### src/include/dcache_config.svh
`ifndef DCACHE_CONFIG_SVH
`define DCACHE_CONFIG_SVH

// core address and word
`define DC_ADDR_W 32
`define DC_DATA_W 32
`define DC_WSTRB_W 4

// address split: tag, index, byte offset
`define DC_TAG_W 23
`define DC_INDEX_W 5
`define DC_OFFSET_W 4

// 32 sets of two ways
`define DC_SETS 32

// four words per line, whole line on the write port
`define DC_WORDS 4
`define DC_LINE_W 128

// replacement lfsr, seed must not be zero
`define DC_LFSR_W 8
`define DC_LFSR_SEED 8'hA5

`endif

### src/design/dcache_replace_lfsr.sv
`timescale 1ns/100ps
`include "dcache_config.svh"

module dcache_replace_lfsr (
	input  logic clk,
	input  logic rst_n,
	output logic victim_pick
);

	logic [`DC_LFSR_W-1:0] lfsr_q;
	logic feedback;

	// taps 8,6,5,4, maximal length
	assign feedback = lfsr_q[7] ^ lfsr_q[5] ^ lfsr_q[4] ^ lfsr_q[3];

	// steps every cycle, hits included
	always_ff @(posedge clk) begin
		if (!rst_n) begin
			lfsr_q <= `DC_LFSR_SEED;
		end else begin
			lfsr_q <= {lfsr_q[`DC_LFSR_W-2:0], feedback};
		end
	end

	// low bit names the way to evict
	assign victim_pick = lfsr_q[0];

endmodule

### config.mk
export PLATFORM = sky130hd
export DESIGN_NAME = dcache_replace_lfsr
export DESIGN_NICKNAME = d
export VERILOG_FILES = /design/src/design/dcache_replace_lfsr.sv
export VERILOG_INCLUDE_DIRS = /design/src /design/src/include
export SDC_FILE = /design/constraint.sdc
export NUM_CORES = 1
export LEC_CHECK = 0
export ABC_AREA = 1
export BUFFER_PORTS_ARGS = -buffer_cell sky130_fd_sc_hd__buf_2
export CAP_MARGIN = 30
export CORE_AREA = 2 2 39 41
export CTS_CLUSTER_DIAMETER = 100
export DETAILED_ROUTE_END_ITERATION = 7
export DIE_AREA = 0 0 41 43
export PLACE_DENSITY = 0.47
export SLEW_MARGIN = 20
export SYNTH_ARGS = -nofsm -noshare
export SYNTH_HDL_FRONTEND = slang
export SYNTH_SLANG_ARGS = --single-unit
export TNS_END_PERCENT = 5
### constraint.sdc
create_clock -name clk -period 1.4 [get_ports clk]
set_input_delay 0.14 -clock clk [delete_from_list [all_inputs] [get_ports clk]]
set_output_delay 0.14 -clock clk [all_outputs]
set_load 0.005 [all_outputs]
==> impl_metrics.yaml <==
grt:
  grt_pass1_wl_um: 765
  track_usage_pct: 6.75
  antenna_found_initial: 0
  grt_max_degree: 9
  grt_pass1_vias: 211
  grt_overflow: 0
cts:
  worstSkewPairLatency_ns: 0.24
  cts_sinks: 8
  clockBufferDepth: 2
  cts_hold_buf: 0
  cts_tree: "yes"
  post_cts.repair.setup_buffers: 0
  cts-htree-levels: 1
  post_cts_resized: 0
  root_buffer: "clkbuf_4"
  path_clk_slew_ns: 0.05
  cts_buffers: 3
finish:
  antennaDiodeCount: 0
  fin_nets: 49
  top_register: "lfsr_q"
  syn_to_final_growth_pct: 16.6
  register_area_um2: 160
  final_area_um2: 334
  final_util_pct: 24.1
  instances_no_fill: 61
  largest_reg_flops: 8
  multi_input_area_um2: 83.8
  drive_above_1_share_pct: 11.1
  largestRegisters: "lfsr_q (8)"
  nFillCells: 155
synth:
  synth.cell_area_um2: 287
  synth_cell_type_count: 5
  synthCells: 41
  synth_fp_nets: 43
  syn_area_per_cell_um2: 6.99
  ys_seq_elements: 8
  yosysWarnings: 0
  ys_seq_area_share_pct: 55.9
floorplan:
  ios: 3
  die-area_mm2: 0.00176
  die_h_um: 43
  die_w_um: 41
  initial_utilization_pct: 20.7
  fp.coreArea_mm2: 0.00138
  rows: 14
worst_setup_path:
  cp_num_cells: 1
  cp-endpoint: "victim_pick"
  cpMaxStageDelayCell: "dfxtp_1"
  regToRegSetupSlack_ns: 0.62
  r2r-end: "lfsr_q[0]$_SDFF_PN1_"
  worstSetupStartpoint: "lfsr_q[0]$_SDFF_PN1_"
  path_buf_inv: 1
  cp_data_required_time_ns: 1.26
  crit_family: "flip-flops"
  cp-end-kind: "output port"
  critical_path.cell_chain: "buf_2"
  start_kind: "register"
  rr_startpoint: "lfsr_q[3]$_SDFF_PN0_"
  slowest_delay_ns: 0.32
  cp_max_fo: 2
  critPathArrivalTime_ns: 0.67
  worstSetupPathType: "reg2out"
  r2r_cells: 5
detailed_routing:
  ant_nets: 0
  wire_per_inst_um: 6.13
  vias_per_cell: 3.48
  dr.pass1.iters: 2
  drt_iter0_markers: 2
  drc: 0
  wirelength_um: 374
  routed-via-count: 212
min_path:
  hold_path_class: "in2reg"
timing:
  tightest_slew_ns: 0.133
  slew_headroom_pct: 91.1
  period_needed_ns: 0.813
  final_max_slew_viol_count: 0
  hold_viol_final: 0
  worst_slack_ns: 0.587
  fmax_mhz: 1230
  rsz0062_at_grt: "false"
  hold_slack_ns: 0.132
  fin_skew_ns: 0.00309
  fin_crit_sh_pct: 58.1
  setup_viol_count_final: 0
  setup_tns_ns: 0
placed_design:
  port_buffers: 2
  dp.final_hpwl_um: 287
  placed_cells: 58
  dpl_cell_area_um2: 312
  place_congestion: 0.660
  preCtsSetupSlack_ns: 0.618
power_and_ir_drop:
  total_power_mw: 0.461
  p_leak_nw: 0.203
  power.density_mw_per_mm2: 1380
  ir_worst_vdd_v: 0.000523
run:
  drv_cap: 0
run_status:
  status: "finished clean"
[report_power, final]
group	internal (mW)	switching [mW]
sequential	0.246	0.00919
combinational	0.0158	0.0217
clock	0.0975	0.0701
[worst min-delay path by stage]
stage,start,endpoint,slack (ns),cells past startpoint
global placement,lfsr_q[6]$_SDFF_PN0_,lfsr_q[7]$_SDFF_PN1_,0.39,2
global route,rst_n,lfsr_q[2]$_SDFF_PN1_,0.15,2
CTS,rst_n,lfsr_q[5]$_SDFF_PN1_,0.13,2
detailed placement,rst_n,lfsr_q[5]$_SDFF_PN1_,0.39,2
finish,rst_n,lfsr_q[5]$_SDFF_PN1_,0.13,2
floorplan,rst_n,lfsr_q[2]$_SDFF_PN1_,0.36,2
[worst reg2reg max path, cell delays in order (launching register included)]
cell	delay, ns
dfxtp_1	0.37
inv_1	0.07
nand2_1	0.05
nand2_1	0.04
nand2_1	0.06
nand3_1	0.08
[final cells by class]
cell class,instances,area share (%)
well taps,16,5.99
inverters,10,11.2
clock buffers,3,6.74
flip-flops and latches,8,47.9
multi-input cells,22,25.1
repair buffers,2,3.00
[synth_stat cells, drive strengths merged]
cell type	n	area share, %
nand2	21	28
inv	10	13
dfxtp	8	56
buf	1	1.7
nand3	1	1.7
[logic make-up (layout without fill, tap and decap cells)]
group	after synthesis	after routing	synth area share, %
AND/OR/NAND/NOR	22	22	29.3
flip-flops	8	8	55.9
buffers and inverters	11	15	14.8
[routing by layer]
layer,GRT usage (%),share of wire (%),vias up
met5,0,0,-
met4,8.00,2.1,0
met3,1.57,3.5,2
met2,8.44,42,2
met1,8.12,52,87
li1,-,-,121
[placed cells by master (no fill, tap or decap)]
cell type	count
nand2_1	21
inv_1	10
dfxtp_1	8
clkbuf_4	3
buf_2	2
nand3_1	1
Note: power is estimated with default switching activity, not from simulation.
