**config.mk**
```make
export PLATFORM = sky130hd
export DESIGN_NAME = dcache_ctrl
export DESIGN_NICKNAME = d
export VERILOG_FILES = /design/src/design/dcache_pkg.sv /design/src/design/dcache_ctrl.sv
export VERILOG_INCLUDE_DIRS = /design/src /design/src/include
export SDC_FILE = /design/constraint.sdc
export NUM_CORES = 1
export LEC_CHECK = 0
export BUFFER_PORTS_ARGS = -buffer_cell sky130_fd_sc_hd__buf_4
export CAP_MARGIN = 30
export CORE_MARGIN = 1.5
export CORE_UTILIZATION = 43
export CTS_BUF_LIST = sky130_fd_sc_hd__clkbuf_4 sky130_fd_sc_hd__clkbuf_8 sky130_fd_sc_hd__clkbuf_16
export DETAILED_ROUTE_END_ITERATION = 16
export HOLD_SLACK_MARGIN = 0.1
export PLACE_DENSITY = 0.91
export SYNTH_ARGS = -nofsm -noshare
export SYNTH_HDL_FRONTEND = slang
export SYNTH_SLANG_ARGS = --single-unit
```
**constraint.sdc**
```tcl
create_clock -name clk -period 3.8 [get_ports clk]
set_input_delay 1.14 -clock clk [delete_from_list [all_inputs] [get_ports clk]]
set_output_delay 1.14 -clock clk [all_outputs]
set_load 0.005 [all_outputs]
```
**src/include/dcache_config.svh**
```systemverilog
`ifndef DCACHE_CONFIG_SVH
`define DCACHE_CONFIG_SVH

// core address and word
`define DC_ADDR_W 32
`define DC_DATA_W 32
`define DC_WSTRB_W 4

// address split: tag, index, byte offset
`define DC_TAG_W 23
`define DC_INDEX_W 5
`define DC_OFFSET_W 4

// 32 sets of two ways
`define DC_SETS 32

// four words per line, whole line on the write port
`define DC_WORDS 4
`define DC_LINE_W 128

// replacement lfsr, seed must not be zero
`define DC_LFSR_W 8
`define DC_LFSR_SEED 8'hA5

`endif

```
**src/design/dcache_pkg.sv**
```systemverilog
`include "dcache_config.svh"

package dcache_pkg;

	// controller states
	typedef enum logic [2:0] {
		S_IDLE,
		S_HIT,
		S_MISS,
		S_REPLACE,
		S_REFILL_REQ,
		S_REFILL,
		S_REPLAY
	} dc_state_e;

	// address fields
	typedef logic [`DC_TAG_W-1:0] tag_t;
	typedef logic [`DC_INDEX_W-1:0] index_t;

	// data path
	typedef logic [`DC_DATA_W-1:0] word_t;
	typedef logic [`DC_WSTRB_W-1:0] wstrb_t;
	typedef logic [`DC_LINE_W-1:0] line_t;

	// word within a line
	typedef logic [1:0] word_sel_t;

endpackage

```
**src/design/dcache_ctrl.sv**
```systemverilog
`timescale 1ns/100ps
`include "dcache_config.svh"

module dcache_ctrl (
	input  logic                  clk,
	input  logic                  rst_n,
	input  logic                  req,
	input  logic                  we,
	input  logic [`DC_ADDR_W-1:0] addr,
	input  dcache_pkg::wstrb_t    wstrb,
	input  dcache_pkg::word_t     wdata,
	output logic                  addr_ok,
	output logic                  data_ok,
	input  logic [1:0]            hit,
	input  logic                  victim_dirty,
	input  dcache_pkg::tag_t      victim_tag,
	input  logic                  victim_pick,
	output dcache_pkg::index_t    lookup_index,
	output dcache_pkg::tag_t      req_tag,
	output logic                  way_sel,
	output dcache_pkg::word_sel_t word_sel,
	output logic                  core_we,
	output dcache_pkg::wstrb_t    core_wstrb,
	output dcache_pkg::word_t     core_wdata,
	output logic                  refill_we,
	output dcache_pkg::word_sel_t refill_word,
	output logic                  tag_fill,
	output logic                  dirty_set,
	output logic                  rd_req,
	output logic [`DC_ADDR_W-1:0] rd_addr,
	output logic                  wr_req,
	output logic [`DC_ADDR_W-1:0] wr_addr,
	input  logic                  rd_rdy,
	input  logic                  wr_rdy,
	input  logic                  ret_valid,
	input  logic                  ret_last
);

	dcache_pkg::dc_state_e state_q;
	dcache_pkg::dc_state_e state_d;
	logic live;
	logic accept;
	logic hit_any;
	logic victim_way;
	dcache_pkg::word_sel_t beat_q;
	// captured request
	logic [`DC_ADDR_W-1:0] cap_addr;
	logic cap_we;
	dcache_pkg::wstrb_t cap_wstrb;
	dcache_pkg::word_t cap_wdata;

	// core port open only while no miss is in progress
	assign live    = (state_q == dcache_pkg::S_IDLE) || (state_q == dcache_pkg::S_HIT);
	assign addr_ok = live;
	assign data_ok = (state_q == dcache_pkg::S_HIT);
	assign accept  = req && addr_ok;
	assign hit_any = |hit;

	// live address while accepting, held one during a miss
	assign lookup_index = live ? addr[`DC_OFFSET_W +: `DC_INDEX_W]
		: cap_addr[`DC_OFFSET_W +: `DC_INDEX_W];
	assign req_tag  = live ? addr[`DC_ADDR_W-1 -: `DC_TAG_W] : cap_addr[`DC_ADDR_W-1 -: `DC_TAG_W];
	assign word_sel = live ? addr[`DC_OFFSET_W-1 -: 2] : cap_addr[`DC_OFFSET_W-1 -: 2];

	// hit way on lookup
	// lfsr pick in S_MISS, latched pick afterwards
	always_comb begin
		case (state_q)
			dcache_pkg::S_IDLE, dcache_pkg::S_HIT: way_sel = hit[1];
			dcache_pkg::S_MISS: way_sel = victim_pick;
			default: way_sel = victim_way;
		endcase
	end

	// write hits commit at acceptance, write misses at replay
	assign core_we    = (accept && hit_any && we) || (state_q == dcache_pkg::S_REPLAY && cap_we);
	assign core_wstrb = live ? wstrb : cap_wstrb;
	assign core_wdata = live ? wdata : cap_wdata;
	assign dirty_set  = core_we;

	// refill beats in word order, tag written with the last one
	assign refill_we   = (state_q == dcache_pkg::S_REFILL) && ret_valid;
	assign refill_word = beat_q;
	assign tag_fill    = refill_we && ret_last;

	// memory requests held by state until ready
	assign wr_req  = (state_q == dcache_pkg::S_REPLACE);
	assign rd_req  = (state_q == dcache_pkg::S_REFILL_REQ);
	assign rd_addr = {cap_addr[`DC_ADDR_W-1:`DC_OFFSET_W], {`DC_OFFSET_W{1'b0}}};
	// victim line address from its stored tag
	assign wr_addr = {victim_tag, cap_addr[`DC_OFFSET_W +: `DC_INDEX_W], {`DC_OFFSET_W{1'b0}}};

	always_comb begin
		state_d = state_q;
		case (state_q)
			dcache_pkg::S_IDLE, dcache_pkg::S_HIT: begin
				if (accept) begin
					state_d = hit_any ? dcache_pkg::S_HIT : dcache_pkg::S_MISS;
				end else begin
					state_d = dcache_pkg::S_IDLE;
				end
			end
			// clean victim skips the write-back
			dcache_pkg::S_MISS: begin
				state_d = victim_dirty ? dcache_pkg::S_REPLACE : dcache_pkg::S_REFILL_REQ;
			end
			dcache_pkg::S_REPLACE: begin
				if (wr_rdy) begin
					state_d = dcache_pkg::S_REFILL_REQ;
				end
			end
			dcache_pkg::S_REFILL_REQ: begin
				if (rd_rdy) begin
					state_d = dcache_pkg::S_REFILL;
				end
			end
			dcache_pkg::S_REFILL: begin
				if (ret_valid && ret_last) begin
					state_d = dcache_pkg::S_REPLAY;
				end
			end
			// replayed access completes as a hit
			dcache_pkg::S_REPLAY: state_d = dcache_pkg::S_HIT;
			default: state_d = dcache_pkg::S_IDLE;
		endcase
	end

	always_ff @(posedge clk) begin
		if (!rst_n) begin
			state_q    <= dcache_pkg::S_IDLE;
			victim_way <= 1'b0;
			beat_q     <= '0;
		end else begin
			state_q <= state_d;
			if (state_q == dcache_pkg::S_MISS) begin
				victim_way <= victim_pick;
			end
			// beat count restarts before each refill
			if (state_q == dcache_pkg::S_REFILL_REQ) begin
				beat_q <= '0;
			end else if (refill_we) begin
				beat_q <= beat_q + 2'd1;
			end
		end
	end

	// request fields held for the miss and replay
	always_ff @(posedge clk) begin
		if (accept) begin
			cap_addr  <= addr;
			cap_we    <= we;
			cap_wstrb <= wstrb;
			cap_wdata <= wdata;
		end
	end

endmodule

```
==> flow_summary_export.csv, run 1 <==
group,metric,value,unit
synthesis,ys_seq_area_frac,0.569,
synthesis,synth.lib_cells_used.distinct,34,
final_layout,final.fill_count,655,
drt,drt-pass1-iter-count,3,
synthesis,synth-simple-area-share,0.0447,
floorplan,core_area,8340,µm²
synthesis,postSynth.topFlopCell,"sky130_fd_sc_hd__edfxtp_1",
placement,post-dp-hpwl,5.87,mm
clock_network,cts.reportedPaths.clkPinSlew,70,ps
grt,gr-total-overflow,0,
grt,global_route_wire_length_before_repair,11.0,mm
drt,num_vias,2438,
clock_network,cts_root_buffer,"sky130_fd_sc_hd__clkbuf_8",
drt,remaining_drc_errors,0,
synthesis,cell_area_after_synthesis,3750,µm²
sta,totalNegativeSetupSlack,0,ps
sta,timing.max_slew.rel_slack,0.576,
final_layout,area.growth.synth_to_final,35.0,%
grt,grt_use_total,0.159,
sta,max_clock_freq,0.306,GHz
clock_network,tritoncts_num_sinks,73,
clock_network,post_cts.resized_instances,0,
synthesis,largest_family_of_logic_cells_by_synthesized_area,"multiplexers",
synthesis,ys_async_sr_fraction,0,
clock_network,clock_path_buffers,2,
power_and_ir_drop,maximum_vdd_drop,195,µV
placement,place_congestion,0.743,
critical_path,critPathLaunchType,"primary input",
sta,period_needed,3260,ps
sta,tightestPinTransition,635,ps
critical_path,type_of_element_capturing_the_critical_path,"output pin",
clock_network,cts_setup_buffers,0,
drt,route.detailed.wl_per_inst,15.6,µm
sta,share_of_the_clock_period_used_by_the_worst_path_after_layout,0.859,
final_layout,finalCoreUtilization,0.607,
synthesis,synth_enable_flop_cells,67,
floorplan,initial_core_util,0.449,
sta,timing.clock.skew,7.46,ps
synthesis,yosys_warnings,0,
critical_path,timing.setup.critical_path_class,"in -> out",
critical_path,critical_path.max_stage_delay,400,ps
synthesis,synth_area_per_cell,13.9,µm²
drt,detail_route.iter0.violations,71,
power_and_ir_drop,power.static_leakage,2.17,nW
power_and_ir_drop,power.density,412,nW/µm²
drt,postRouteAntennaNets,0,
critical_path,critical_path_data_required_time,2660,ps
clock_network,h_tree_lvl_count,3,
clock_network,clock_latency_reported_for_the_late_side_of_the_worst_skew_pair,330,ps
sta,report.final.slew_viol_count,0,
synthesis,gate_count_post_synth,269,
critical_path,cell_repeated_most_along_the_worst_path,"sky130_fd_sc_hd__buf_4",
critical_path,path_cells,"buf_4, or3b_1, o31ai_1, buf_4",
power_and_ir_drop,totalPowerFinal,2.08,mW
worst_hold_path,hold_path_class,"reg -> reg",
final_layout,final_layout_size_suffix_gt1_frac,0.674,
synthesis,yosys-mux-area-fraction,0.204,
floorplan,pin_count,244,
floorplan,rows,33,
grt,first_global_vias,2248,
clock_network,tritoncts_clock_tree,"done",
placement,io_buffer_count,187,
clock_network,numCtsBuffers,9,
critical_path,arrival,2120,ps
grt,grt_start_max_net_pins,70,
run_status,outcome,"completed",
synthesis,ys_seq_elements,73,
final_layout,antenna-diode-count,0,
drt,via_per_inst,4.78,
job,max-cap-violations,0,
critical_path,crit_path_max_fanout,3,
floorplan,dieHeight,96.4,µm
sta,setup_violating_endpoint_count_in_the_final_report,0,
clock_network,postCtsHoldBufs,0,
synthesis,post_synth_xor_area_fraction,0,
sta,rsz_0062_raised_after_global_routing,"false",
floorplan,die_footprint,9290,µm²
floorplan,die_width,96.4,µm
sta,hold_viol_final,0,
critical_path,critPathSlowestCell,"sky130_fd_sc_hd__or3b_1",
synthesis,synth_fa_ha_area_frac,0,
final_layout,nNetsFinal,503,
synthesis,synth_compound_area_frac,0.0347,
drt,wirelength,7.97,mm
grt,grt_antenna_before_repair,0,
where the power goes:
part | switching (mW) | internal (mW)
clock network | 0.292 | 0.436
registers | 0.0265 | 0.942
logic | 0.145 | 0.242
layout by cell type (no fill, tap or decap), drive strengths merged, types with 2 or more instances in the layout:
master,n
nor2b,5
clkbuf,9
edfxtp,67
nor2,5
o22a,2
inv,3
mux2i,2
o21ai,2
bufinv,3
conb,8
dfxtp,6
nand2,7
mux2,66
a21oi,3
clkinv,3
a21boi,3
buf,189
a22oi,2
and2,4
Yosys cell counts, types with 2 or more instances:
master                     number  area [µm²]
sky130_fd_sc_hd__edfxtp_1      67        2010
sky130_fd_sc_hd__mux2_2        66         743
sky130_fd_sc_hd__buf_4         65         488
sky130_fd_sc_hd__buf_2          9        45.0
sky130_fd_sc_hd__nand2_1        7        26.3
sky130_fd_sc_hd__dfxtp_1        6         120
sky130_fd_sc_hd__nor2_1         5        18.8
sky130_fd_sc_hd__nor2b_1        5        31.3
sky130_fd_sc_hd__and2_1         4        25.0
sky130_fd_sc_hd__a21oi_1        3        15.0
sky130_fd_sc_hd__inv_1          3        11.3
sky130_fd_sc_hd__a21boi_0       2        15.0
sky130_fd_sc_hd__a22oi_1        2        15.0
sky130_fd_sc_hd__clkbuf_1       2        7.51
sky130_fd_sc_hd__mux2i_1        2        20.0
sky130_fd_sc_hd__o21ai_0        2        10.0
sky130_fd_sc_hd__o22a_1         2        17.5
cell type report:
| cell class | instances | area (µm²) | share of cell area |
|---|---|---|---|
| clock buffer | 9 | 124 | 0.0245 |
| clock inverter | 7 | 119 | 0.0235 |
| inverter | 3 | 11.3 | 0.00223 |
| multi-input combinational | 124 | 1100 | 0.217 |
| sequential | 73 | 2130 | 0.421 |
| tap | 105 | 131 | 0.0260 |
| timing repair buffer | 189 | 1440 | 0.285 |
kinds of logic (layout without fill, tap and decap cells):
kind of cell | after synthesis | in the layout
AND/OR/NAND/NOR | 30 | 30
AO/OA/AOI/OAI | 18 | 18
other | 1 | 8
multiplexers | 68 | 68
buffers and inverters | 79 | 208
flip-flops | 73 | 73
per-stage QoR:
step / hold slack [ps] / cell area, µm² / instances / setup WS [ps]
2_1_floorplan: 481 / 3770 / 276 / 544
3_5_place_dp: 497 / 4820 / 494 / 531
6_report: 512 / 5060 / 510 / 537
4_1_cts: 509 / 5060 / 510 / 531
5_1_grt: 547 / 5060 / 510 / 486
3_3_place_gp: 479 / 4820 / 494 / 529
layer usage:
| metal | vias up | part of all wire | track usage |
|---|---|---|---|
| met2 | 128 | 0.53 | 0.285 |
| met3 | 16 | 0.076 | 0.0407 |
| li1 | 1164 | - | - |
| met5 | - | 0 | 0 |
| met4 | 0 | 0.015 | 0.0628 |
| met1 | 1130 | 0.38 | 0.182 |
state kept, by name (all words and copies together), names as in the netlist:
signal,cells
cap_addr,30
cap_wdata,32
state_q,3
cap_we,1
cap_wstrb,4
victim_way,1
refill_word,2
path summary, 6_finish.rpt:
kind / slack (ps) / cells past startpoint / end / startpoint
worst max-delay path: 540 / 4 / core_we / req
worst min register to register: 510 / 2 / refill_word[1] / refill_word[1]
worst min-delay path: 510 / 2 / refill_word[1] / refill_word[1]
worst max register to register: 1720 / 3 / cap_addr[23] / state_q[2]
critical path, delay by kind of cell:
kind	cells	cell delay, ps
AOI/OAI and AO/OA	1	320
buffers and inverters	2	260
and+or+nand+nor	1	400
No activity file was read; power rests on OpenSTA's default activity.
==> run 2: changes to the inputs <==
CORE_MARGIN = not set   (was 1.5)
==> run 2 against run 1 <==
Setup slack got worse by 77 ps. Combinational power about the same. Critical endpoint is now dirty_set. Largest power group unchanged. Clock power grew 0.7%. Clock skew up 6.4 ps. Register-to-register slack about the same. Utilization is essentially flat.
==> flow_summary_export.csv, run 2 (synthesized netlist as in run 1, its figures left out) <==
group,metric,value,unit
floorplan,core_area,8340,µm²
power_and_ir_drop,maximum_vdd_drop,190,µV
final_layout,antenna-diode-count,0,
clock_network,cts_setup_buffers,0,
drt,route.detailed.wl_per_inst,15.2,µm
worst_hold_path,hold_path_class,"reg -> reg",
power_and_ir_drop,power.static_leakage,2.17,nW
final_layout,finalInstanceArea,5060,µm²
floorplan,die_width,95.4,µm
drt,postRouteAntennaNets,0,
placement,place_congestion,0.797,
critical_path,crit_path_leading_delay_family,"simple AND/OR/NAND/NOR gates",
clock_network,clock_path_buffers,2,
sta,rsz_0062_raised_after_global_routing,"false",
sta,period_needed,3340,ps
critical_path,cell_repeated_most_along_the_worst_path,"sky130_fd_sc_hd__buf_4",
final_layout,layout_commonest_cell,"sky130_fd_sc_hd__buf_4",
sta,report.final.slew_viol_count,0,
critical_path,critPathLaunchType,"primary input",
floorplan,initial_core_util,0.449,
final_layout,reg_top3,"cap_wdata: 32 flops, cap_addr: 30 flops, cap_wstrb: 4 flops",
final_layout,finalCoreUtilization,0.606,
sta,timing.clock.skew,13.9,ps
clock_network,clock_latency_reported_for_the_late_side_of_the_worst_skew_pair,330,ps
sta,timing.max_slew.rel_slack,0.570,
critical_path,path_cells,"buf_4, or3b_1, o31ai_1, buf_4",
final_layout,nNetsFinal,504,
placement,post-dp-hpwl,5.81,mm
drt,remaining_drc_errors,0,
placement,dpl-instance-area,4810,µm²
drt,num_vias,2462,
clock_network,h_tree_lvl_count,3,
placement,io_buffer_count,187,
sta,setup_violating_endpoint_count_in_the_final_report,0,
critical_path,critPathSlowestCell,"sky130_fd_sc_hd__or3b_1",
drt,detail_route.iter0.violations,52,
power_and_ir_drop,totalPowerFinal,2.09,mW
job,max-cap-violations,0,
run_status,outcome,"completed",
critical_path,crit_buf_inv,2,
floorplan,die_footprint,9100,µm²
critical_path,critical_path.max_stage_delay,410,ps
final_layout,layout.cells.non_filler,511,
clock_network,cts_root_buffer,"sky130_fd_sc_hd__clkbuf_8",
placement,placedCellCount,495,
critical_path,crit_path_max_fanout,3,
sta,share_of_the_clock_period_used_by_the_worst_path_after_layout,0.879,
final_layout,final_layout_size_suffix_gt1_frac,0.677,
floorplan,pin_count,244,
sta,hold_viol_final,0,
clock_network,postCtsHoldBufs,0,
clock_network,tritoncts_num_sinks,73,
clock_network,numCtsBuffers,9,
final_layout,max_flop_register,"cap_wdata",
critical_path,critical_path_data_required_time,2660,ps
grt,grt_antenna_before_repair,0,
clock_network,cts.reportedPaths.clkPinSlew,70,ps
floorplan,rows,33,
sta,tightestPinTransition,644,ps
sta,totalNegativeSetupSlack,0,ps
floorplan,dieHeight,95.4,µm
final_layout,most-common-layout-cells,"189 x sky130_fd_sc_hd__buf_4, 67 x sky130_fd_sc_hd__edfxtp_1, 66 x sky130_fd_sc_hd__mux2_2, 9 x sky130_fd_sc_hd__clkbuf_8, 8 x sky130_fd_sc_hd__conb_1",
grt,grt_use_total,0.162,
critical_path,timing.setup.critical_path_class,"in -> out",
sta,hold-worst-slack,510,ps
drt,wirelength,7.75,mm
final_layout,area.growth.synth_to_final,34.9,%
critical_path,type_of_element_capturing_the_critical_path,"output pin",
clock_network,post_cts.resized_instances,0,
drt,via_per_inst,4.82,
placement,dpl_worst_slack,479,ps
grt,first_global_vias,2251,
final_layout,largest_reg_flops,32,
critical_path,arrival,2200,ps
sta,postLayoutSetupSlackWorst,460,ps
power_and_ir_drop,power.density,413,nW/µm²
sta,max_clock_freq,0.299,GHz
grt,grt_start_max_net_pins,40,
grt,gr-total-overflow,0,
clock_network,tritoncts_clock_tree,"done",
drt,drt-pass1-iter-count,4,
grt,global_route_wire_length_before_repair,11.2,mm
## run 2: where the power goes
group          switching [mW]  internal [mW]
Clock                   0.285          0.447
Sequential             0.0262          0.942
Combinational           0.145          0.240
Total                   0.457           1.63
## run 2: worst reg2reg max path, delay by kind of cell (launching register included)
| family | cells | cell delay (ps) |
|---|---|---|
| buffers and inverters | 2 | 830 |
| DFF | 1 | 450 |
| and+or+nand+nor | 1 | 500 |
## run 2: routing by layer
metal	GRT usage	share of wire	up-vias
met5	0	0	-
met4	0.0460	0.0057	0
met3	0.0494	0.078	10
met2	0.282	0.52	119
met1	0.193	0.40	1165
li1	-	-	1168
## run 2: area by class of cell
class,count,area [µm²]
multi-input combinational,124,1100
clock inverter,6,113
inverter,3,11.3
clock buffer,10,131
timing repair buffer,190,1440
fill,645,3280
sequential,73,2130
tap,105,131
## run 2: final timing paths
kind | start | endpoint | slack (ps) | cells past startpoint
worst max-delay path | req | dirty_set | 460 | 4
worst min-delay path | refill_word[1] | refill_word[1] | 510 | 2
worst max register to register | state_q[2] | cap_wstrb[3] | 1710 | 3
worst min register to register | refill_word[1] | refill_word[1] | 510 | 2
